===== config.mk =====
export PLATFORM = sky130hd
export DESIGN_NAME = bus_router
export DESIGN_NICKNAME = d
export VERILOG_FILES = /design/src/source/panel_pkg.sv /design/src/source/bus_router.sv
export SDC_FILE = /design/constraint.sdc
export NUM_CORES = 1
export LEC_CHECK = 0
export BUFFER_PORTS_ARGS = -buffer_cell sky130_fd_sc_hd__buf_2
export CAP_MARGIN = 20
export CORE_AREA = 8 8 137 139
export DETAILED_ROUTE_END_ITERATION = 6
export DIE_AREA = 0 0 145 147
export SETUP_SLACK_MARGIN = 0.4
export SYNTH_ARGS = -nofsm -noshare
export SYNTH_HDL_FRONTEND = slang
export SYNTH_SLANG_ARGS = --single-unit
export TNS_END_PERCENT = 50

===== constraint.sdc =====
create_clock -name vclk -period 2.1
set_input_delay 0.21 -clock vclk [all_inputs]
set_output_delay 0.21 -clock vclk [all_outputs]
set_load 0.01 [all_outputs]

===== src/source/panel_pkg.sv =====
package panel_pkg;

    typedef logic [15:0] word_t;       // Bus, switch and LED word
    typedef logic [13:0] imem_addr_t;  // 16K instruction words
    typedef logic [14:0] dmem_addr_t;  // 32K data words

    localparam int    IO_SPACE_BIT = 15;       // Set means I/O, clear means data memory
    localparam word_t IO_LED_ADDR  = 16'h8000;
    localparam word_t IO_SW_ADDR   = 16'h8001;

    typedef struct packed {
        dmem_addr_t raddr;
        dmem_addr_t waddr;
        word_t      wdata;
        logic       we;
    } dmem_req_t;

    typedef struct packed {
        word_t addr;
        word_t wdata;
        logic  rd;     // Read strobe
        logic  wr;     // Write strobe
    } io_req_t;

    typedef struct packed {
        imem_addr_t imem_addr;
        dmem_req_t  dmem;
        io_req_t    io;
    } core_req_t;

    typedef struct packed {
        word_t imem_data;
        word_t dmem_data;
        word_t io_data;
    } core_rsp_t;

    typedef struct packed {
        word_t      pc_display;
        logic [3:0] dp;          // Debug points, dp[3] leftmost
    } core_status_t;

    typedef enum logic [1:0] {
        TGT_DMEM,
        TGT_IMEM,
        TGT_IO
    } panel_target_t;

    typedef enum logic [2:0] {
        IDLE,
        READ_WAIT,
        READ_DONE,
        WRITE,
        WRITE_DONE
    } panel_op_t;

    typedef struct packed {
        logic          active;   // Panel owns its target path
        panel_target_t target;
        word_t         addr;
        word_t         wdata;
        logic          rd;
        logic          wr;
    } panel_bus_t;

    typedef struct packed {
        logic [3:0][3:0] digits;  // digits[3] is leftmost
        logic [3:0]      dp;
    } display_t;

endpackage


===== src/source/bus_router.sv =====
module bus_router
    import panel_pkg::*;
(
    input  panel_bus_t panel_bus,
    input  core_req_t  core_req,
    input  word_t      imem_rdata,
    input  word_t      dmem_rdata,
    input  word_t      io_rdata,
    output imem_addr_t imem_raddr,
    output imem_addr_t imem_waddr,
    output logic       imem_we,
    output word_t      imem_wdata,
    output dmem_req_t  dmem_req,
    output io_req_t    io_req,
    output core_rsp_t  core_rsp,
    output word_t      panel_rdata
);
    logic panel_imem;
    logic panel_dmem;
    logic panel_io;

    assign panel_imem = panel_bus.active && panel_bus.target == TGT_IMEM;
    assign panel_dmem = panel_bus.active && panel_bus.target == TGT_DMEM;
    assign panel_io   = panel_bus.active && panel_bus.target == TGT_IO;

    // Only the panel writes instruction memory
    assign imem_raddr = panel_imem ? panel_bus.addr[13:0] : core_req.imem_addr;
    assign imem_waddr = panel_bus.addr[13:0];
    assign imem_wdata = panel_bus.wdata;
    assign imem_we    = panel_imem && panel_bus.wr;

    always_comb begin
        dmem_req = core_req.dmem;
        if (panel_dmem) begin
            dmem_req.raddr = panel_bus.addr[14:0];
            dmem_req.waddr = panel_bus.addr[14:0];
            dmem_req.wdata = panel_bus.wdata;
            dmem_req.we    = panel_bus.wr;
        end
    end

    always_comb begin
        io_req = core_req.io;
        if (panel_io) begin
            io_req.addr  = panel_bus.addr;
            io_req.wdata = panel_bus.wdata;
            io_req.rd    = panel_bus.rd;
            io_req.wr    = panel_bus.wr;
        end
    end

    assign core_rsp = '{imem_data: imem_rdata, dmem_data: dmem_rdata, io_data: io_rdata};

    always_comb begin
        case (panel_bus.target)
            TGT_IMEM: panel_rdata = imem_rdata;
            TGT_IO:   panel_rdata = io_rdata;
            default:  panel_rdata = dmem_rdata;
        endcase
    end

endmodule


==> metrics.yaml <==
timing:
  slew_viol_final: 0
  finalCritPeriodShare_pct: 77.2
  setup_viol: 0
  hold_viol_final: 0
  worst_slack_ns: 0.480
  clock.fmax_ghz: 0.617
  relSlewSlack_pct: 79.2
  tightest_slew_ns: 0.312
  fin_setup_tns_ns: 0
  rsz0062_at_grt: "yes"
  period_needed_ns: 1.62
final_layout:
  final_nets: 736
  final_common_cell: "buf_2"
  drive_above_1_share_pct: 80.9
  seq_cell_count: 0
  regArea_um2: 0
  area_growth_pct: 68.1
  diodes: 0
  mostFrequentLayoutCells: "370 x buf_2, 40 x mux2_4, 30 x a21o_1, 18 x mux2_2"
  clockBufferCount: 0
worst_setup_path:
  path_buf_inv: 4
  arrival_ns: 1.41
  crit_top_cell: "buf_2"
  path_class: "input port to output port"
  path_delay_family: "buffers and inverters"
  crit_path_start_kind: "input port"
  slowest_stage: "mux2_4"
  crit_path_max_fanout: 8
  end_kind: "output port"
  cp_cell_sequence: "buf_2 > inv_1 > ha_2 > nand2_4 > clkbuf_16 > mux2_4 > buf_2"
  cpPeakStageDelay_ns: 0.29
  worst-endpoint-required_ns: 1.89
yosys:
  yosysWarningCount: 0
  ys_types: 16
  syn-num-nets: 447
  yosysSeqAreaShare_pct: 0
  avgSynthCellArea_um2: 8.64
  syn_inst: 264
  synth_area_mm2: 0.00228
power:
  p_leak_nw: 2.48
  power.density_mw_per_mm2: 248
  vdd_drop_max_mv: 0.113
grt:
  grt_max_degree: 38
  grt_first_pass_wirelength_um: 20000
  grt_usage_pct: 11.6
  grt_pass1_vias: 3430
  grt_overflow: 0
  grt_antenna_before_repair: 0
routing:
  vias: 3025
  drc: 0
  first_pass_iters: 4
  wirelength_um: 13900
  drtAntennaViolNets: 0
  via_per_inst: 3.90
  wire_per_inst_um: 18.0
  first_iter_violations: 98
die:
  core_mm2: 0.0168
  ios: 370
  die_x_um: 145
  die_area_mm2: 0.0213
  rows: 48
  die_y_um: 147
  start_util_pct: 13.6
flow_run:
  maxCapViolations: 0
placed_design:
  dpl.hpwl_um: 12500
  pre_cts_ws_ns: 0.383
  gp_congestion: 0.830
  port_buffers: 370
outcome:
  status: "finished, final reports clean"
cts:
  cts_hold_buf: 0
min_path:
  hold_class: "input port to output port"
logic make-up after synthesis:
kind of cell	count (synthesis)	synth area share, %
buffers and inverters	99	32.7
AOI/OAI and AO/OA	62	18.7
adders and majority gates	3	1.65
and+or+nand+nor	35	8.29
muxes	65	38.7
Yosys cell counts, drive strengths merged:
cell type	count	area, um^2
buf	92	719
nand2	3	28.8
clkbuf	5	18.8
a21o	30	225
nor2	16	60.1
mux2	65	882
ha	3	37.5
a21oi	16	80.1
a22oi	16	120
and3	16	100
inv	2	7.51
report_power, final:
group / leakage (nW) / internal, mW / switching (mW) / total (mW)
Clock: 0 / 0 / 0 / 0
Combinational: 2.48 / 0.475 / 0.476 / 0.951
Sequential: 0 / 0 / 0 / 0
per-layer routing:
metal	part of all wire [%]	GRT usage, %	up-vias
met1	39	12.5	1361
met4	1.1	1.16	0
li1	-	-	1434
met5	0	0	-
met2	51	22.5	222
met3	8.1	3.14	8
per-stage QoR:
step	hold slack, ns	instances	utilization, %	power [mW]	instance area (um^2)
after floorplan	0.512	264	-	0.547	2280
after global placement	0.625	774	22.6	0.956	3790
after detailed placement	0.623	774	22.6	0.961	3790
after CTS	0.624	775	22.7	0.966	3800
after global routing	0.625	776	22.9	1.03	3830
final	0.621	776	22.9	0.951	3830
final timing paths:
| check | startpoint | to | cells after the start |
|---|---|---|---|
| setup / recovery | panel_bus[34] | io_req[20] | 7 |
| hold / removal | io_rdata[3] | core_rsp[3] | 2 |
area by class of cell:
cell class	count	area, um^2
Tap cell	225	282
Multi-Input combinational cell	165	1540
Timing Repair Buffer	384	2010
Inverter	2	7.51
Fill cell	1850	12900
repair_timing:
item | CTS | global route
gates cloned | 0 | 1
buffers inserted | 1 | 0
gates resized for setup | 0 | 3
setup endpoints to repair | 4 | 5
No activity file was read; power rests on OpenSTA's default activity.
