<file path="config.mk">
export PLATFORM = sky130hd
export DESIGN_NAME = run_control
export DESIGN_NICKNAME = d
export VERILOG_FILES = /design/src/source/run_control.sv
export SDC_FILE = /design/constraint.sdc
export NUM_CORES = 1
export LEC_CHECK = 0
export ABC_AREA = 1
export BUFFER_PORTS_ARGS = -buffer_cell sky130_fd_sc_hd__buf_2
export CELL_PAD_IN_SITES_DETAIL_PLACEMENT = 0
export CELL_PAD_IN_SITES_GLOBAL_PLACEMENT = 1
export CORE_MARGIN = 8
export CORE_UTILIZATION = 37
export CTS_BUF_LIST = sky130_fd_sc_hd__clkbuf_8
export CTS_CLUSTER_SIZE = 40
export DETAILED_ROUTE_END_ITERATION = 16
export PLACE_DENSITY_LB_ADDON = 0.1
export SLEW_MARGIN = 20
export SYNTH_ARGS = -nofsm -noshare
export SYNTH_HDL_FRONTEND = slang
export SYNTH_SLANG_ARGS = --single-unit
</file>
<file path="constraint.sdc">
create_clock -name clk -period 1.3 [get_ports clk]
set_clock_uncertainty 0.2 [all_clocks]
set_input_delay 0.26 -clock clk [delete_from_list [all_inputs] [get_ports clk]]
set_output_delay 0.26 -clock clk [all_outputs]
set_load 0.02 [all_outputs]
</file>
<file path="src/source/run_control.sv">
module run_control #(
    parameter int SLOW_DIV = 1000
) (
    input  logic clk,
    input  logic reset,
    input  logic speed_pulse,
    input  logic panel_mode,
    output logic core_clk_en,
    output logic bus_clk_en
);
    localparam int DW = $clog2(SLOW_DIV + 1);

    logic          speed_slow;  // 1 = slow stepping
    logic [DW-1:0] div_cnt;
    logic          slow_en;

    assign slow_en = (div_cnt == DW'(SLOW_DIV - 1));  // One cycle in SLOW_DIV

    always_ff @(posedge clk) begin
        if (reset) begin
            speed_slow <= 1'b0;
            div_cnt    <= '0;
        end else begin
            if (speed_pulse) begin
                speed_slow <= ~speed_slow;
            end
            // Free running so every window of SLOW_DIV holds one enable
            if (slow_en) begin
                div_cnt <= '0;
            end else begin
                div_cnt <= div_cnt + 1'b1;
            end
        end
    end

    // Core frozen in panel mode, running through reset otherwise
    assign core_clk_en = panel_mode ? 1'b0 : ((speed_slow ? slow_en : 1'b1) | reset);

    // Memories and I/O run full rate while the panel drives them
    assign bus_clk_en = panel_mode | core_clk_en;

endmodule

</file>
==> impl_summary.txt <==
----------------------------------------------------
[Placed design]
  Post-DP HPWL ... a little under 900 um
  Quantity of I/O buffers inserted on ports ... 5
  Placed instance area ... between 600 and 700 um2
  Weighted congestion at the end of routability-driven global placement ... between 0.7 and 0.8

[Hold path]
  Hold Crit Depth ... 3
  Tightest Hold Check Type ... in -> reg

[Finish]
  # diodes ... 0
  Cell area after layout ... between 800 and 900 um2
  Fraction of layout cells with a size suffix above 1 ... between 30% and 40%
  Fill cell instance count of the final layout ... 129
  NumNets Final ... 102
  Commonest non-fill, non-tap cells in the layout ... sky130_fd_sc_hd__buf_4 (15), sky130_fd_sc_hd__nand2_1 (13), sky130_fd_sc_hd__inv_1 (10), sky130_fd_sc_hd__nor2_1 (10), sky130_fd_sc_hd__dfxtp_1 (9)
  Area Overhead vs Synth ... 56.45%
  Most frequent standard cell in the layout excluding fill and tap cells ... sky130_fd_sc_hd__buf_4

[Floorplanning]
  Die area ... around 0.0028 mm2
  Core Footprint ... roughly 0.0013 mm2
  Number of standard-cell rows in the floorplan ... 13
  Die H ... 53.28 um
  I/O pins ... 6
  DIE WIDTH ... ~53 um
  Effective utilization at floorplan ... 39.52%

[Drt]
  DRC errors left ... 0
  Average vias per placed instance ... around 4.6
  Average wire per standard cell ... 10.87 um
  Final routed wirelength across all metal layers ... between 1000 and 1500 um
  Detailed-routing iteration count for the pre-antenna-repair pass ... 4
  Count of routing violations after the opening detailed-route iteration ... 12
  Vias ... 507
  Antenna Nets Post-Route ... 0

[Yosys]
  Primary flip-flop cell chosen by synthesis mapping ... sky130_fd_sc_hd__dfxtp_1
  Number of enable flip-flop cells after synthesis ... 0
  Post-synthesis sequential area ratio ... 42.82%
  Count of yosys warnings during synthesis ... 0
  Average footprint of a synthesized cell ... 7.243 um2
  Cells after synthesis ... 71
  Total standard cell area after synthesis ... ~510 um2
  Share of synthesized flip-flops with an asynchronous set or reset ... 0%
  Synthesized net count ... 76
  Post-synth cell types ... 14
  #FFs+latches synth ... 11

[Timing]
  Setup slack after layout ... -0.4312 ns
  Maximum frequency from static timing analysis ... just under 600 MHz
  Min cycle time layout ... roughly 1.7 ns
  Worst hold margin ... slightly above 0.05 ns
  # setup viols final ... 11
  Setup repair after global routing missed its margin ... yes
  Actual slew at the worst max-slew pin ... 0.1874 ns
  Final Max Tran Viols ... 0
  Fin. Hold Viols ... 0
  Slew headroom ... between 80% and 90%
  Final cycle utilization of the critical path ... 133.2%

[Clocking]
  Bufs on Longest Clock Path ... 2
  Buffer cell driving the clock tree root ... sky130_fd_sc_hd__clkbuf_8
  Clock buffer count from CTS ... 3
  CTS H-tree depth ... 1
  Clock transition at path regs ... roughly 0.050 ns
  # clock sinks ... 11
  CTS tree ... built
  Latest clock arrival within the worst-skew pair ... about 0.24 ns

[Power and ir drop]
  Leakage Power ... approximately 0.32 nW
  Pwr dens ... 987.7 mW/mm2
  Worst vdd rail ir drop ... between 0.7 and 0.8 mV

[Global routing]
  Maximum number of pins on one net before global-route repair ... 9
  Initial antenna violation count ... 0
  First-pass GRT wire length ... between 2000 and 2500 um
  GRT Residual Overflow ... 0
  Overall global routing resource usage ... a little over a tenth
  Number of global-route vias before repair ... roughly 540

[Run status]
  Run status ... finished with violations
  Violations in the final reports ... setup timing

[Job]
  Max-cap violations ... 0

[Setup path]
  Startpoint type of the worst setup path ... flip-flop
  Last element of the critical path ... core_clk_en
  Reg-to-reg critical path startpoint ... div_cnt[1]
  Highest net fanout along the worst path ... 3
  Worst path arrival time ... 1.27 ns
  End of the worst register-to-register path ... div_cnt[6]
  Required @ worst endpoint ... 0.84 ns
  Setup crit end kind ... output port
  Setup slack of the most critical reg-to-reg path ... -0.04 ns
  Critical path type ... reg -> out
  Logic depth of the worst register-to-register path ... 7
  Launch point of the worst path ... div_cnt[1]

----------------------------------------------------
==> stage by stage <==
stage | TNS (ns) | std cells | total power [mW] | worst slack (ns) | utilization, %
2_1_floorplan | -0.2142 | 71 | 0.4051 | -0.1131 | -
3_3_place_gp | -0.8055 | 106 | 0.4353 | -0.1508 | 53.08
3_5_place_dp | -1.056 | 106 | 0.4366 | -0.1812 | 53.08
4_1_cts | -0.9886 | 111 | 0.7859 | -0.4054 | 59.23
5_1_grt | -1.764 | 111 | 0.8277 | -0.5111 | 61.83
6_report | -1.080 | 111 | 0.7946 | -0.4312 | 61.83
==> sequential cells by signal, summed over array words and instances, names as in the netlist <==
| register | flops |
|---|---|
| speed_slow | 1 |
| div_cnt | 10 |
==> report_power, final <==
group	internal, mW	switching, mW
logic	0.0430	0.0415
clock network	0.209	0.143
registers	0.350	0.00903
total	0.601	0.193
==> how the worst min path moves through the flow <==
stage	start	to
2_1_floorplan	reset	speed_slow
3_3_place_gp	reset	speed_slow
3_5_place_dp	reset	speed_slow
4_1_cts	speed_pulse	speed_slow
5_1_grt	speed_pulse	speed_slow
6_report	speed_pulse	speed_slow
==> cell usage after synthesis, types with 2 or more instances <==
cell / n / area [um2]
sky130_fd_sc_hd__dfxtp_1: 11 / 220.2
sky130_fd_sc_hd__inv_1: 10 / 37.54
sky130_fd_sc_hd__nor2_2: 2 / 12.51
sky130_fd_sc_hd__nand3_1: 7 / 35.03
sky130_fd_sc_hd__xnor2_1: 3 / 26.28
sky130_fd_sc_hd__nor2_1: 12 / 45.04
sky130_fd_sc_hd__nand4_1: 2 / 12.51
sky130_fd_sc_hd__a21oi_1: 4 / 20.02
sky130_fd_sc_hd__nand2_1: 15 / 56.30
==> kinds of logic after synthesis <==
| family | share of synthesized area [%] |
|---|---|
| buffers and inverters | 7.300 |
| and+or+nand+nor | 36.74 |
| adders and majority gates | 2.433 |
| DFF | 42.82 |
| xor gates and xnor gates | 6.814 |
| AOI/OAI and AO/OA | 3.893 |
==> layout make-up <==
class	count	area, um2	share of cell area (%)
clock buffers	3	41.29	5.132
multi-input cells	50	320.3	39.81
repair buffers	21	160.2	19.91
well taps	15	18.77	2.333
inverters	10	37.54	4.666
flip-flops and latches	11	222.7	27.68
clock inverters	1	3.754	0.4666
==> routing by layer <==
layer | global-route usage (%) | vias up | wire length, um
met5 | 0 | - | 0
met4 | 7.563 | 0 | 28
met3 | 3.361 | 4 | 38
met2 | 17.77 | 6 | 597
met1 | 11.20 | 227 | 542
li1 | - | 270 | -
==> repair_timing <==
action	CTS	global route
gates resized for setup	6	8
pin swaps	1	5
hold buffers	1	0
setup buffers	1	0
hold endpoints to repair	1	0
endpoints found under the setup margin	10	11
==> critical path: stages, from the launching register on <==
cell and delay, ns:
sky130_fd_sc_hd__dfxtp_2 0.34, sky130_fd_sc_hd__ha_4 0.14, sky130_fd_sc_hd__nand3_2 0.07, sky130_fd_sc_hd__nor2_2 0.12, sky130_fd_sc_hd__nand2_2 0.07, sky130_fd_sc_hd__nand3_1 0.06, sky130_fd_sc_hd__nand2_1 0.06, sky130_fd_sc_hd__inv_2 0.05
sky130_fd_sc_hd__buf_6 0.11
Note: power is estimated with default switching activity, not from simulation.
