File: src/source/panel_pkg.sv
package panel_pkg;

    typedef logic [15:0] word_t;       // Bus, switch and LED word
    typedef logic [13:0] imem_addr_t;  // 16K instruction words
    typedef logic [14:0] dmem_addr_t;  // 32K data words

    localparam int    IO_SPACE_BIT = 15;       // Set means I/O, clear means data memory
    localparam word_t IO_LED_ADDR  = 16'h8000;
    localparam word_t IO_SW_ADDR   = 16'h8001;

    typedef struct packed {
        dmem_addr_t raddr;
        dmem_addr_t waddr;
        word_t      wdata;
        logic       we;
    } dmem_req_t;

    typedef struct packed {
        word_t addr;
        word_t wdata;
        logic  rd;     // Read strobe
        logic  wr;     // Write strobe
    } io_req_t;

    typedef struct packed {
        imem_addr_t imem_addr;
        dmem_req_t  dmem;
        io_req_t    io;
    } core_req_t;

    typedef struct packed {
        word_t imem_data;
        word_t dmem_data;
        word_t io_data;
    } core_rsp_t;

    typedef struct packed {
        word_t      pc_display;
        logic [3:0] dp;          // Debug points, dp[3] leftmost
    } core_status_t;

    typedef enum logic [1:0] {
        TGT_DMEM,
        TGT_IMEM,
        TGT_IO
    } panel_target_t;

    typedef enum logic [2:0] {
        IDLE,
        READ_WAIT,
        READ_DONE,
        WRITE,
        WRITE_DONE
    } panel_op_t;

    typedef struct packed {
        logic          active;   // Panel owns its target path
        panel_target_t target;
        word_t         addr;
        word_t         wdata;
        logic          rd;
        logic          wr;
    } panel_bus_t;

    typedef struct packed {
        logic [3:0][3:0] digits;  // digits[3] is leftmost
        logic [3:0]      dp;
    } display_t;

endpackage

File: src/source/io_registers.sv
module io_registers
    import panel_pkg::*;
(
    input  logic    clk,
    input  logic    reset,
    input  logic    clk_en,
    input  io_req_t io_req,
    input  word_t   sw,
    output word_t   io_rdata,
    output word_t   leds
);

    always_ff @(posedge clk) begin
        if (reset) begin
            leds <= '0;
        end else if (clk_en && io_req.wr && io_req.addr == IO_LED_ADDR) begin
            leds <= io_req.wdata;
        end
    end

    // Read data lands one edge after the strobe, then holds
    always_ff @(posedge clk) begin
        if (clk_en && io_req.rd) begin
            case (io_req.addr)
                IO_LED_ADDR: io_rdata <= leds;
                IO_SW_ADDR:  io_rdata <= sw;
                default:     io_rdata <= '0;   // Unmapped reads zero
            endcase
        end
    end

endmodule

File: config.mk
export PLATFORM = sky130hd
export DESIGN_NAME = io_registers
export DESIGN_NICKNAME = d
export VERILOG_FILES = /design/src/source/panel_pkg.sv /design/src/source/io_registers.sv
export SDC_FILE = /design/constraint.sdc
export NUM_CORES = 1
export LEC_CHECK = 0
export BUFFER_PORTS_ARGS = -buffer_cell sky130_fd_sc_hd__buf_4
export CAP_MARGIN = 20
export CORE_MARGIN = 8
export CORE_UTILIZATION = 45
export DETAILED_ROUTE_END_ITERATION = 16
export PLACE_DENSITY = 0.83
export RECOVER_POWER = 100
export SYNTH_ARGS = -nofsm -noshare
export SYNTH_HDL_FRONTEND = slang
export SYNTH_SLANG_ARGS = --single-unit
File: constraint.sdc
create_clock -name clk -period 3.9 [get_ports clk]
set_input_delay 0.195 -clock clk [delete_from_list [all_inputs] [get_ports clk]]
set_output_delay 0.195 -clock clk [all_outputs]
set_load 0.05 [all_outputs]
==> flow_summary_export.csv, run 1 <==
group,metric,value,unit
outcome,outcome,"finished, final reports clean",
worst_setup_path,critPathMaxFanout,17,
yosys,async_flop_share,0,%
placed_design,io_buffers,84,
grt,grt_pass1_vias,1269,
clocking,numCtsBuffers,5,
worst_setup_path,r2r-start,"leds[13]$_SDFFE_PP0P_",
yosys,avgSynthCellArea,11.6,um^2
worst_setup_path,end_kind,"register",
worst_setup_path,rr_worst_depth,1,
pwr,share_comb_of_total_power,14.9,%
timing,slew_headroom,30.7,%
final_layout,fin_util,63.3,%
clocking,clk_latency,340,ps
yosys,ys_seq_area_share,57.8,%
die,io_pins,85,
grt,grt_use_total,16.3,%
grt,grt_busiest_layer,"met2",
pwr,finalPower,640,uW
pwr,p_int,470,uW
final_layout,fin_nets,252,
clocking,clk_pin_slew,100,ps
clocking,cts_setup_buffers,0,
pwr,power_frac_clock,28.4,%
die,fp.dieArea,5110,um^2
drt,drc,0,
final_layout,antenna_cells,0,
clocking,post_cts_resized,0,
placed_design,gp_congestion,0.823,
die,core_area,3000,um^2
final_layout,layout_common_cells,"buf_4, clkbuf_1",
drt,final_antenna_net_count,0,
grt,grt_antenna_before_repair,0,
timing,rsz0062_at_grt,"no",
final_layout,layout_commonest_cell,"buf_4",
timing,min_period_over_period,54.5,%
timing,hold_viol,0,
pwr,power_frac_seq,56.7,%
clocking,cts_tree,"built",
worst_setup_path,endpoint,"io_rdata[1]$_DFFE_PP_",
yosys,yosys_warnings,0,
die,initial_core_util,46.1,%
pwr,peakVddDrop,0.183,mV
final_layout,syn_to_final_growth,37.2,%
timing,fin_tns_setup,0,ps
pwr,p_sw,169,uW
yosys,synth_seq_cells,32,
pwr,leakage,0.680,nW
clocking,clock_sinks,32,
flow_run,max-cap-violations,0,
worst_setup_path,crit_arrival,2330,ps
final_layout,drive_gt1_share,31.0,%
drt,wire_per_inst,18.8,um
pwr,p_per_area,337,nW/um^2
timing,worst_pin_slew,1040,ps
drt,finalWirelength,4.39,mm
yosys,synth_flop_cell,"edfxtp_1",
timing,fmax,471,MHz
final_layout,fill_cells,274,
die,fp.dieW,71.5,um
timing,final_max_slew_viol_count,0,
worst_setup_path,rrSetupSlack,3080,ps
worst_hold_path,min_path_type,"in2reg",
timing,min_period,2120,ps
yosys,synth_nets,172,
timing,whs,107,ps
timing,finClkSkew,11.4,ps
timing,final-setup-viol-count,0,
worst_setup_path,critPathLaunch,"io_req[32]",
clocking,cts_root_buffer,"clkbuf_4",
grt,gr-usage-met2,27.4,%
clocking,cts_hold_buf,0,
worst_setup_path,crit_type,"in2reg",
drt,drtIter0Drc,108,
worst_setup_path,worst_r2r_endpoint,"io_rdata[13]$_DFFE_PP_",
yosys,ys_types,22,
drt,avgViaCountPerCell,5.68,
worst_setup_path,cp-start-kind,"input pin",
grt,grtUsageMet1,16.4,%
die,dieHeight,71.5,um
die,rows,20,
grt,grt_pass1_wl,6.36,mm
yosys,synth_edf_count,16,
grt,gr-total-overflow,0,
grt,grt_max_degree,18,
clocking,h-tree-depth,2,
yosys,postSynthCellCount,119,
worst_setup_path,cp.required,4110,ps
yosys,syn_area,1390,um^2
drt,num_vias,1323,
drt,drt-pass1-iter-count,4,
placed_design,dp_hpwl,3.41,mm
clocking,cts_buffer_depth,2,
pwr,netSwitchingFraction,26.4,%
grt,met3_usage,6.97,%
## cell families after synthesis
logic type	after synthesis	share of synthesized area (%)
flops	32	57.8
buf+inv	11	5.51
compound gates	48	21.7
simple gates	28	15.0
## how the worst min path moves through the flow
stage	to	cells past startpoint	from
floorplan	leds[0]$_SDFFE_PP0P_	2	io_req[2]
global placement	leds[6]$_SDFFE_PP0P_	3	io_req[8]
detailed placement	leds[7]$_SDFFE_PP0P_	3	io_req[9]
CTS	leds[7]$_SDFFE_PP0P_	3	io_req[9]
global route	leds[7]$_SDFFE_PP0P_	3	io_req[9]
finish	leds[7]$_SDFFE_PP0P_	3	io_req[9]
## metrics by stage
step	setup slack, ps	cell area (um^2)	instances
2_1_floorplan	2440	1390	119
3_3_place_gp	2000	1980	225
3_5_place_dp	1910	1980	225
4_1_cts	2250	2030	233
5_1_grt	1630	1900	233
6_report	1780	1900	233
## cell usage after synthesis, types with 2 or more instances
cell type,instances,share of area (%)
o21ai_0,15,5.4
nor4_4,3,4.6
edfxtp_1,16,35
clkbuf_1,4,1.1
buf_2,3,1.1
dfxtp_1,16,23
nand3_1,16,5.8
a21oi_1,16,5.8
a22o_1,16,10
buf_6,2,1.6
## worst max-delay path: stages
cell and delay, ps:
clkbuf_4 110, nor3b_1 300, nand4_1 520, nor2_1 930, a22o_1 280
## layout make-up
type | instances | area, um^2 | share of cell area, %
Sequential cell | 32 | 801 | 42.1
Timing Repair Buffer | 84 | 510 | 26.9
Multi-Input combinational cell | 76 | 499 | 26.3
Clock buffer | 8 | 48.8 | 2.57
Tap cell | 33 | 41.3 | 2.17
## layer usage
metal	up-vias	part of all wire (%)
li1	617	-
met1	633	37
met3	11	8.4
met4	0	3.5
met2	62	51
met5	-	0
## power by group through the flow
stage                     Clock (mW)  Sequential, mW  Combinational (mW)
after detailed placement           0           0.371               0.103
after global routing           0.198           0.363              0.0989
after CTS                      0.179           0.363               0.104
after global placement             0           0.370               0.102
after floorplan                    0           0.402              0.0109
final                          0.182           0.362              0.0953
## sequential cells by signal (all words and copies together) (netlist names)
| register | count |
|---|---|
| io_rdata | 16 |
| leds | 16 |
(Power assumes the default switching activity.)
==> run 2: changes to the inputs <==
ABC_AREA = 1   (was default)
CORE_UTILIZATION = 40   (was 45)
PLACE_DENSITY = 0.75   (was 0.83)
clock period = 1.74 ns   (was 3.9 ns; I/O delays follow)
==> run 2 against run 1 <==
Against the previous run:
- hold slack better by 9.2 ps
- largest cell class unchanged
- via count is 23% higher
- non-clock buffer count increased by 3
==> flow_summary_export.csv, run 2 <==
group,metric,value,unit
worst_setup_path,crit_arrival,1420,ps
worst_setup_path,end_kind,"register",
placed_design,dp_hpwl,3.66,mm
drt,final_antenna_net_count,0,
die,initial_core_util,41.4,%
final_layout,fin_util,57.2,%
yosys,postSynthCellCount,214,
die,fp.dieW,80.1,um
pwr,finalPower,1.53,mW
yosys,syn_area,1640,um^2
clocking,cts_hold_buf,0,
drt,num_vias,1624,
timing,fin_tns_setup,0,ps
worst_setup_path,crit_chain,"buf_4 > nor2_1 > nand2_1 > nor2_8 > nand2_1 > o21ai_0",
clocking,cts_root_buffer,"clkbuf_8",
timing,final_max_slew_viol_count,0,
drt,avgViaCountPerCell,4.63,
final_layout,layout_common_cells,"buf_4, inv_1, nand2_1, clkbuf_1, nor2_1",
worst_setup_path,crit_path_frequent_cell,"nand2_1",
die,dieHeight,80.1,um
pwr,leakage,1.08,nW
yosys,synth_nets,267,
yosys,ys_seq_area_share,48.7,%
clocking,clock_sinks,32,
timing,rsz0062_at_grt,"no",
final_layout,seqCellArea,801,um^2
worst_setup_path,max_stage_delay,380,ps
timing,final-setup-viol-count,0,
die,fp.dieArea,6410,um^2
yosys,synth_area_leader_cell,"edfxtp_1",
die,rows,23,
final_layout,fill_cells,396,
worst_setup_path,critPathMaxFanout,18,
pwr,p_per_area,672,nW/um^2
placed_design,io_buffers,84,
clocking,post_cts_resized,0,
clocking,h-tree-depth,2,
yosys,avgSynthCellArea,7.68,um^2
clocking,cts_tree,"built",
yosys,synthTopCellsByArea,"edfxtp_1, dfxtp_1, inv_1, nand2_1, nor2_1",
timing,worst_pin_slew,643,ps
worst_setup_path,cp-start-kind,"input pin",
yosys,yosys_warnings,0,
flow_run,max-cap-violations,0,
yosys,synth_common_cells,"inv_1, nand2_1, nor2_1, nand3_1",
final_layout,layout_commonest_cell,"buf_4",
final_layout,reg_top3,"io_rdata (16), leds (16)",
yosys,ys_types,20,
drt,wire_per_inst,13.5,um
outcome,outcome,"finished, final reports clean",
worst_hold_path,min_path_type,"in2reg",
drt,drc,0,
worst_setup_path,slowest_stage,"nand2_1",
clocking,numCtsBuffers,5,
final_layout,antenna_cells,0,
yosys,synth_seq_cells,32,
yosys,synth_edf_count,16,
worst_setup_path,crit_type,"in2reg",
yosys,synth_top_area_share,29.2,%
worst_setup_path,cp_top_family,"simple AND/OR/NAND/NOR gates",
placed_design,gp_congestion,0.772,
grt,grt_use_total,14.7,%
final_layout,drive_gt1_share,21.9,%
worst_setup_path,cp.required,1850,ps
yosys,synth_flop_cell,"edfxtp_1",
drt,drt-pass1-iter-count,4,
grt,grt_pass1_wl,7.43,mm
final_layout,syn_to_final_growth,38.3,%
final_layout,fin_nets,353,
drt,finalWirelength,4.74,mm
grt,gr-total-overflow,0,
clocking,clk_latency,280,ps
grt,grt_max_degree,19,
clocking,clk_pin_slew,60,ps
clocking,cts_setup_buffers,0,
die,io_pins,85,
die,core_area,3970,um^2
timing,hold_viol,0,
grt,grt_antenna_before_repair,0,
pwr,peakVddDrop,0.500,mV
final_layout,multi_input_area,597,um^2
timing,min_period,1310,ps
yosys,async_flop_share,0,%
timing,slew_headroom,57.3,%
grt,grt_pass1_vias,1677,
timing,finClkSkew,3.59,ps
timing,min_period_over_period,75.4,%
drt,drtIter0Drc,115,
yosys,synth_most_common_cell,"inv_1",
clocking,cts_buffer_depth,2,
timing,fmax,762,MHz
worst_setup_path,crit_buf_inv,1,
-- run 2: changes by cell type after synthesis, sizes merged, moves of 2 or more --
cell / previous run / this run
nand2: 1 / 39
a22o: 16 / 0
nor2: 2 / 30
and2: 2 / 0
nand3: 16 / 19
nor4: 3 / 0
nand4: 1 / 16
clkbuf: 4 / 1
inv: 0 / 52
a21oi: 16 / 0
-- run 2: power by group --
| group | internal, mW | switching, mW |
|---|---|---|
| clock network | 0.278 | 0.255 |
| registers | 0.799 | 0.00271 |
| logic | 0.0911 | 0.102 |
| total | 1.17 | 0.359 |
-- run 2: area by class of cell --
type / instances / share of cell area [%]
flip-flops and latches: 32 / 35.2
multi-input cells: 121 / 26.3
repair buffers: 87 / 23.5
inverters: 53 / 8.76
clock buffers: 7 / 3.36
well taps: 50 / 2.75
clock inverters: 1 / 0.165
-- run 2: per-layer routing --
layer / vias up / global-route usage [%] / share of wire (%)
li1: 839 / - / -
met3: 9 / 5.02 / 9.1
met2: 57 / 26.1 / 50
met5: - / 0 / 0
met4: 0 / 5.45 / 1.7
met1: 719 / 15.6 / 40
-- run 2: tightest hold or removal path, delay by kind of cell --
kind / cells / cell delay [ps]
buffers and inverters: 1 / 80
and+or+nand+nor: 1 / 60
AOI/OAI and AO/OA: 1 / 60
-- run 2: kinds of logic after synthesis --
family                 after synthesis  synth area share (%)
AOI/OAI and AO/OA                   16                  4.87
DFF                                 32                  48.7
buffers and inverters               61                  14.8
and+or+nand+nor                    105                  31.6
-- run 2: worst paths after layout --
check	start	to	slack (ps)	cells past startpoint
setup / recovery	io_req[29]	io_rdata[3]$_DFFE_PP_	430	6
hold / removal	sw[2]	io_rdata[2]$_DFFE_PP_	120	3
setup reg to reg	leds[5]$_SDFFE_PP0P_	io_rdata[5]$_DFFE_PP_	1000	2
hold reg to reg	leds[15]$_SDFFE_PP0P_	leds[15]$_SDFFE_PP0P_	530	4
-- run 2: metrics by stage --
step	setup WS, ps	hold WS, ps	std cells	instance area [um^2]
final	428	116	351	2270
after global routing	284	114	351	2270
after CTS	601	114	351	2390
after detailed placement	314	404	343	2310
after global placement	402	398	343	2310
after floorplan	727	301	214	1640
