==> src/source/panel_pkg.sv <==
package panel_pkg;

    typedef logic [15:0] word_t;       // Bus, switch and LED word
    typedef logic [13:0] imem_addr_t;  // 16K instruction words
    typedef logic [14:0] dmem_addr_t;  // 32K data words

    localparam int    IO_SPACE_BIT = 15;       // Set means I/O, clear means data memory
    localparam word_t IO_LED_ADDR  = 16'h8000;
    localparam word_t IO_SW_ADDR   = 16'h8001;

    typedef struct packed {
        dmem_addr_t raddr;
        dmem_addr_t waddr;
        word_t      wdata;
        logic       we;
    } dmem_req_t;

    typedef struct packed {
        word_t addr;
        word_t wdata;
        logic  rd;     // Read strobe
        logic  wr;     // Write strobe
    } io_req_t;

    typedef struct packed {
        imem_addr_t imem_addr;
        dmem_req_t  dmem;
        io_req_t    io;
    } core_req_t;

    typedef struct packed {
        word_t imem_data;
        word_t dmem_data;
        word_t io_data;
    } core_rsp_t;

    typedef struct packed {
        word_t      pc_display;
        logic [3:0] dp;          // Debug points, dp[3] leftmost
    } core_status_t;

    typedef enum logic [1:0] {
        TGT_DMEM,
        TGT_IMEM,
        TGT_IO
    } panel_target_t;

    typedef enum logic [2:0] {
        IDLE,
        READ_WAIT,
        READ_DONE,
        WRITE,
        WRITE_DONE
    } panel_op_t;

    typedef struct packed {
        logic          active;   // Panel owns its target path
        panel_target_t target;
        word_t         addr;
        word_t         wdata;
        logic          rd;
        logic          wr;
    } panel_bus_t;

    typedef struct packed {
        logic [3:0][3:0] digits;  // digits[3] is leftmost
        logic [3:0]      dp;
    } display_t;

endpackage

==> src/source/sevenseg_scan.sv <==
module sevenseg_scan
    import panel_pkg::*;
#(
    parameter int SCAN_DIV = 100000
) (
    input  logic       clk,
    input  logic       reset,
    input  display_t   display,
    output logic [6:0] seg,      // {g,f,e,d,c,b,a}, active low
    output logic       dp,
    output logic [3:0] an
);
    localparam int DW = $clog2(SCAN_DIV + 1);

    logic [DW-1:0] div_cnt;
    logic [1:0]    digit_sel;
    logic [3:0]    nibble;

    always_ff @(posedge clk) begin
        if (reset) begin
            div_cnt   <= '0;
            digit_sel <= '0;
        end else if (div_cnt == DW'(SCAN_DIV - 1)) begin
            div_cnt   <= '0;
            digit_sel <= digit_sel + 1'b1;
        end else begin
            div_cnt <= div_cnt + 1'b1;
        end
    end

    assign nibble = display.digits[digit_sel];
    assign an     = ~(4'b0001 << digit_sel);    // One anode low at a time
    assign dp     = ~display.dp[digit_sel];

    always_comb begin
        case (nibble)
            4'h0: seg = 7'h40;
            4'h1: seg = 7'h79;
            4'h2: seg = 7'h24;
            4'h3: seg = 7'h30;
            4'h4: seg = 7'h19;
            4'h5: seg = 7'h12;
            4'h6: seg = 7'h02;
            4'h7: seg = 7'h78;
            4'h8: seg = 7'h00;
            4'h9: seg = 7'h10;
            4'hA: seg = 7'h08;
            4'hB: seg = 7'h03;   // Lower case b
            4'hC: seg = 7'h46;
            4'hD: seg = 7'h21;   // Lower case d
            4'hE: seg = 7'h06;
            default: seg = 7'h0E;
        endcase
    end

endmodule

==> config.mk <==
export PLATFORM = sky130hd
export DESIGN_NAME = sevenseg_scan
export DESIGN_NICKNAME = d
export VERILOG_FILES = /design/src/source/panel_pkg.sv /design/src/source/sevenseg_scan.sv
export SDC_FILE = /design/constraint.sdc
export NUM_CORES = 1
export LEC_CHECK = 0
export ABC_CLOCK_PERIOD_IN_PS = 1800
export BUFFER_PORTS_ARGS = -buffer_cell sky130_fd_sc_hd__buf_2
export CAP_MARGIN = 40
export CORE_MARGIN = 1.5
export CORE_UTILIZATION = 30
export CTS_BUF_LIST = sky130_fd_sc_hd__clkbuf_4 sky130_fd_sc_hd__clkbuf_8
export CTS_CLUSTER_DIAMETER = 150
export DETAILED_ROUTE_END_ITERATION = 6
export PLACE_DENSITY_LB_ADDON = 0.2
export SETUP_SLACK_MARGIN = 0.15
export SYNTH_ARGS = -nofsm -noshare
export SYNTH_HDL_FRONTEND = slang
export SYNTH_SLANG_ARGS = --single-unit
==> constraint.sdc <==
create_clock -name clk -period 1.8 [get_ports clk]
set_input_delay 0.18 -clock clk [delete_from_list [all_inputs] [get_ports clk]]
set_output_delay 0.18 -clock clk [all_outputs]
set_load 0.05 [all_outputs]
==> results of run 1 <==
==> cells by family (layout without fill, tap and decap cells) <==
logic type,Yosys count,in the layout,share of synthesized area [%]
adder cells (fa/ha/maj),11,11,10.7
XOR/XNOR,13,13,8.84
AND/OR/NAND/NOR,59,60,24.3
buffers and inverters,18,67,7.19
flip-flops,19,19,29.5
multiplexers,8,8,11.3
AO/OA/AOI/OAI,17,17,8.16
==> synthesized netlist by cell type, types with 3 or more instances <==
cell / n
sky130_fd_sc_hd__nand2_1: 8
sky130_fd_sc_hd__xnor2_1: 12
sky130_fd_sc_hd__a21oi_1: 4
sky130_fd_sc_hd__ha_1: 11
sky130_fd_sc_hd__or3_1: 6
sky130_fd_sc_hd__o21ai_0: 6
sky130_fd_sc_hd__nor4_1: 4
sky130_fd_sc_hd__dfxtp_1: 19
sky130_fd_sc_hd__o21a_1: 3
sky130_fd_sc_hd__nand3_1: 7
sky130_fd_sc_hd__inv_1: 13
sky130_fd_sc_hd__mux4_2: 5
sky130_fd_sc_hd__nand4_1: 3
sky130_fd_sc_hd__nor2_1: 20
==> metrics by stage <==
| step | power (uW) | hold slack, ns | instance area (um2) | utilization, % |
|---|---|---|---|---|
| 6_report | 989 | 0.141 | 1910 | 47.2 |
| 5_1_grt | 1030 | 0.160 | 1910 | 47.2 |
| 4_1_cts | 994 | 0.147 | 1870 | 46.2 |
| 3_5_place_dp | 639 | 0.391 | 1680 | 41.3 |
| 3_3_place_gp | 635 | 0.391 | 1680 | 41.3 |
| 2_1_floorplan | 587 | 0.245 | 1400 | - |
==> per-layer routing <==
metal	global-route usage [%]	vias up	wire, um
li1	-	602	-
met1	15.6	573	1310
met2	31.0	19	1790
met3	1.46	4	57
met4	6.75	0	56
met5	0	-	0
==> layout by cell type, fill, tap and decap left out, types with 7 or more instances in the layout <==
cell and n:
sky130_fd_sc_hd__buf_2 25, sky130_fd_sc_hd__dfxtp_1 15, sky130_fd_sc_hd__buf_4 14, sky130_fd_sc_hd__xnor2_1 12, sky130_fd_sc_hd__nor2_1 12, sky130_fd_sc_hd__inv_1 11, sky130_fd_sc_hd__buf_6 9, sky130_fd_sc_hd__nand2_1 7
sky130_fd_sc_hd__nor2_2 7, sky130_fd_sc_hd__nand3_1 7
==> layout make-up <==
type                       count  area (um2)  share of cell area [%]
tap                           50        62.6                    3.27
sequential                    19         388                    20.3
multi-input combinational    109        1000                    52.4
clock buffer                   4        48.8                    2.55
timing repair buffer          50         362                    18.9
inverter                      13        51.3                    2.68
==> worst max path at each step <==
stage / startpoint / end / cells after the start
floorplan: digit_sel[0] / seg[0] / 5
global placement: digit_sel[0] / seg[3] / 6
detailed placement: digit_sel[0] / seg[3] / 6
CTS: digit_sel[0] / seg[4] / 5
global route: digit_sel[0] / seg[0] / 7
finish: digit_sel[0] / seg[0] / 7
==> timing repair <==
item	4_1_cts	5_1_grt
hold endpoints to repair	0	0
pin swaps	3	0
endpoints found under the setup margin	26	26
buffers inserted	2	0
gates resized for setup	34	13
gates cloned	1	0
==> flip-flops by register name (all words and copies together), names as in the netlist <==
register	flops
digit_sel	2
div_cnt	17
==> power by group through the flow <==
stage          clock [uW]  combinational, uW  sequential, uW
3_5_place_dp            0                197             441
2_1_floorplan           0                147             440
5_1_grt               333                270             431
3_3_place_gp            0                194             441
4_1_cts               317                247             430
6_report              308                251             430
==> impl_metrics.toml, run 1 <==
[die]
die_area_um2 = 4690
die_w_um = 68.5
floorplan.initialDensity_pct = 31.7
num_io_pins = 34
die_h_um = 68.5
core_region_area_um2 = 4060
site_rows = 23

[power]
combPwrFrac_pct = 25.4
power_density_nw_per_um2 = 517
leakagePower_uw = 0.000730
p_int_uw = 713
power.share.switching_pct = 27.9
power.clock.fraction_pct = 31.1
power.sequential.fraction_pct = 43.5
total_switching_power_uw = 276
vdd_ir_drop_max_uv = 395

[grt]
grt_antenna_before_repair = 0
grt_first_pass_wirelength_um = 5350
pin_count_of_the_biggest_net_entering_global_routing = 11
tot_gr_track_use_pct = 15.4
first_global_vias = 1219
grt_overflow = 0

[timing]
clock_tree_skew_after_final_layout_ns = 0.00248
tns_ns = -2.49
min_period_over_period_pct = 121
report.final.hold_viol_count = 0
finalCriticalPeriod_ns = 2.18
worst_rel_slew_slack_pct = 76.2
max_slew_violations = 0
grt_setup_unrepaired = "true"
fmax_mhz = 458
worst_slack_ns = -0.382
setup_viol = 7
worst_slew_pin_slew_ns = 0.356

[logic_synthesis]
synth_nets = 178
synth_flop_cell = "sky130_fd_sc_hd__dfxtp_1"
synthesis.area_um2 = 1290
avgSynthCellArea_um2 = 8.88
synth_enable_flop_cells = 0
synth.area.top_cells = "sky130_fd_sc_hd__dfxtp_1 (30%), sky130_fd_sc_hd__ha_1 (11%), sky130_fd_sc_hd__mux4_2 (8.7%)"
synth_top_area_share_pct = 29.5
seq_area_frac_synth_pct = 29.5
synthDominantAreaCellType = "sky130_fd_sc_hd__dfxtp_1"
register_bit_total_from_synthesis = 19
ys.warnings.count = 0
synth-async-reset-ratio_pct = 0
synthesis.instances = 145
post_synth_num_cell_types = 35

[placement]
number_of_buffers_inserted_by_port_buffering = 33
detailedPlacementHpwl_um = 2480
place.gp.congestion = 0.791
placement.setup.worst_slack_ns = -0.272
placed_cells = 238

[setup_path]
timing.critical_path.max_delay_family = "multiplexers"
worstPathCellList = "mux4_2 > inv_4 > buf_4 > ha_2 > a22oi_2 > o31ai_4 > buf_6"
worstPathArrival_ns = 2.00
worstReg2RegEnd = "div_cnt[10]"
required_ns = 1.62
rr_worst_depth = 4
cp-end-kind = "output pin"
critPathKind = "reg2out"
reg2reg_slack_ns = 0.06
worstPathMaxFanout = 6
critical_path.slowest_cell = "sky130_fd_sc_hd__mux4_2"
reg2reg_from = "div_cnt[8]"
cp.buffers_inverters = 3
max_stage_delay_ns = 0.60
worst_setup_path_start_kind = "flop"

[detailed_routing]
route.vias.total = 1198
wire_per_inst_um = 13.1
viasPerCell = 4.89
drt_iter0_drc = 16
drt_first_pass_iters = 4
detail-route-antenna-nets = 0
wire_length_reported_by_the_detailed_router_um = 3220
post-route-drc-count = 0

[layout]
layout.nets = 229
diodes = 0
final_instance_count_excl_fillers = 245
final_layout_size_suffix_gt1_share_pct = 52.8
syn2layout_area_growth_pct = 48.7
num-fill-cells = 377

[clock_tree]
numCtsBuffers = 3
post_cts_hold_buffer_count = 0
clkSinkCount = 19
htree_num_levels = 1
cts_buffer_depth = 2
cts_tree = "yes"
clk_lat_worst_skew_ns = 0.25
root_buffer = "sky130_fd_sc_hd__clkbuf_8"
clkSlewWorstSetupHoldPaths_ns = 0.07

[worst_hold_path]
worst_hold_startpoint = "reset"
hold_path_depth = 2
destination_of_the_worst_hold_path = "digit_sel[0]"
hold_path_class = "in2reg"

[status]
violations_in_the_final_reports = "negative setup slack"
run_status = "finished, violations left"

[flow_run]
number_of_maximum_capacitance_violations = 0
(Power assumes the default switching activity.)
==> run 2: changes to the inputs <==
Settings changed: CORE_ASPECT_RATIO set to 0.5, RECOVER_POWER set to 50.
==> run 2 against run 1 <==
The run still ends with negative setup slack left. Flip-flop and latch count is the same. Critical path depth fell by 2. Largest power group unchanged. Largest cell class unchanged. Highest routed layer unchanged. Core utilization rose by 1.8 points. Die area is 0.51% higher.
==> impl_metrics.toml, run 2 (synthesis gave the netlist of run 1 again) <==
[die]
die_h_um = 49.3
floorplan.initialDensity_pct = 32.2
die_w_um = 95.6
site_rows = 16
num_io_pins = 34
die_area_um2 = 4720
core_region_area_um2 = 4000

[worst_hold_path]
hold_path_class = "in2reg"
hold_path_depth = 2
destination_of_the_worst_hold_path = "digit_sel[0]"
worst_hold_startpoint = "reset"

[setup_path]
cp-end-kind = "output pin"
critPathKind = "reg2out"
worst_setup_path_start_kind = "flop"
reg2reg_slack_ns = 0.02
reg2reg_from = "div_cnt[13]"
worstReg2RegEnd = "div_cnt[13]"
worstPathMaxFanout = 5
worstPathArrival_ns = 2.06
rr_worst_depth = 4
required_ns = 1.62

[status]
violations_in_the_final_reports = "negative setup slack"
run_status = "finished, violations left"

[detailed_routing]
viasPerCell = 4.71
drt_first_pass_iters = 4
post-route-drc-count = 0
detail-route-antenna-nets = 0
drt_iter0_drc = 33
route.vias.total = 1187
wire_length_reported_by_the_detailed_router_um = 3030
wire_per_inst_um = 12.0

[power]
vdd_ir_drop_max_uv = 236
final_total_pwr_uw = 981
leakagePower_uw = 0.000747
power_density_nw_per_um2 = 500

[timing]
worst_rel_slew_slack_pct = 77.4
max_slew_violations = 0
clock_tree_skew_after_final_layout_ns = 0.00306
worst_slack_ns = -0.445
finalCriticalPeriod_ns = 2.24
report.final.hold_viol_count = 0
min_period_over_period_pct = 125
worst_slew_pin_slew_ns = 0.335
fmax_mhz = 445
grt_setup_unrepaired = "true"
setup_viol = 7

[placement]
dpl-instance-area_um2 = 1680
place.gp.congestion = 0.770
number_of_buffers_inserted_by_port_buffering = 33
detailedPlacementHpwl_um = 2210
placed_cells = 242
placement.setup.worst_slack_ns = -0.293

[grt]
grt_overflow = 0
first_global_vias = 1075
grt_first_pass_wirelength_um = 4860
tot_gr_track_use_pct = 13.4
pin_count_of_the_biggest_net_entering_global_routing = 12
grt_antenna_before_repair = 0

[clock_tree]
clkSinkCount = 19
clkSlewWorstSetupHoldPaths_ns = 0.07
root_buffer = "sky130_fd_sc_hd__clkbuf_8"
cts_tree = "yes"
clk_lat_worst_skew_ns = 0.26
cts_buffer_depth = 2
numCtsBuffers = 3
htree_num_levels = 1

[layout]
max_flop_register = "div_cnt"
reg_top3 = "div_cnt: 17 flops, digit_sel: 2 flops"
syn2layout_area_growth_pct = 52.3
final_layout_size_suffix_gt1_share_pct = 54.5
most-common-layout-cells = "sky130_fd_sc_hd__buf_2 (21), sky130_fd_sc_hd__buf_4 (19), sky130_fd_sc_hd__dfxtp_1 (15)"
largest_reg_flops = 17
layout.cells.most_common = "sky130_fd_sc_hd__buf_2"
cell_area_after_layout_um2 = 1960
diodes = 0
final_instance_count_excl_fillers = 252
layout.nets = 232

[flow_run]
number_of_maximum_capacitance_violations = 0
## run 2: critical path: stages (launching register included)
cell and delay, ns:
sky130_fd_sc_hd__dfxtp_4 0.39, sky130_fd_sc_hd__mux4_2 0.63, sky130_fd_sc_hd__buf_6 0.17, sky130_fd_sc_hd__mux2_2 0.25
sky130_fd_sc_hd__a22o_2 0.22, sky130_fd_sc_hd__buf_6 0.15
## run 2: through the flow
stage / setup TNS (ns) / hold slack (ns) / util (%)
after detailed placement: -1.62 / 0.392 / 42.0
after CTS: -2.93 / 0.138 / 46.3
final: -2.78 / 0.143 / 49.0
after global placement: -1.43 / 0.391 / 42.0
after global routing: -3.49 / 0.141 / 49.0
after floorplan: -1.10 / 0.245 / -
## run 2: area by class of cell
type / instances / area [um2]
well taps: 54 / 67.6
repair buffers: 53 / 387
inverters: 13 / 57.6
clock buffers: 3 / 41.3
multi-input cells: 109 / 1010
fillers: 395 / 2040
clock inverters: 1 / 5.00
flip-flops and latches: 19 / 388
## run 2: worst max-delay path by stage
stage / startpoint / end / slack [ns] / cells past startpoint
3_3_place_gp: digit_sel[0] / seg[3] / -0.26 / 6
3_5_place_dp: digit_sel[0] / seg[3] / -0.29 / 6
4_1_cts: digit_sel[0] / seg[3] / -0.45 / 7
2_1_floorplan: digit_sel[0] / seg[0] / -0.24 / 5
6_report: digit_sel[0] / seg[1] / -0.44 / 5
5_1_grt: digit_sel[0] / seg[3] / -0.51 / 7
## run 2: what timing repair did
item	4_1_cts	5_1_grt
gates cloned	1	0
buffers inserted	2	3
endpoints found under the setup margin	26	29
pin swaps	5	4
hold buffers	0	0
gates resized for setup	28	28
## run 2: layer usage
layer  GRT usage [%]  vias to the layer above  wire [um]
met5               0                        -          0
met4            3.68                        0         21
met3            4.36                        2        198
met2            21.8                       33       1360
met1            16.9                      544       1450
li1                -                      608          -
## run 2: where the power goes
part           switching, uW  total [uW]  internal, uW
registers               5.58         430           424
clock network            147         301           154
logic                    136         250           114
total                    289         981           692
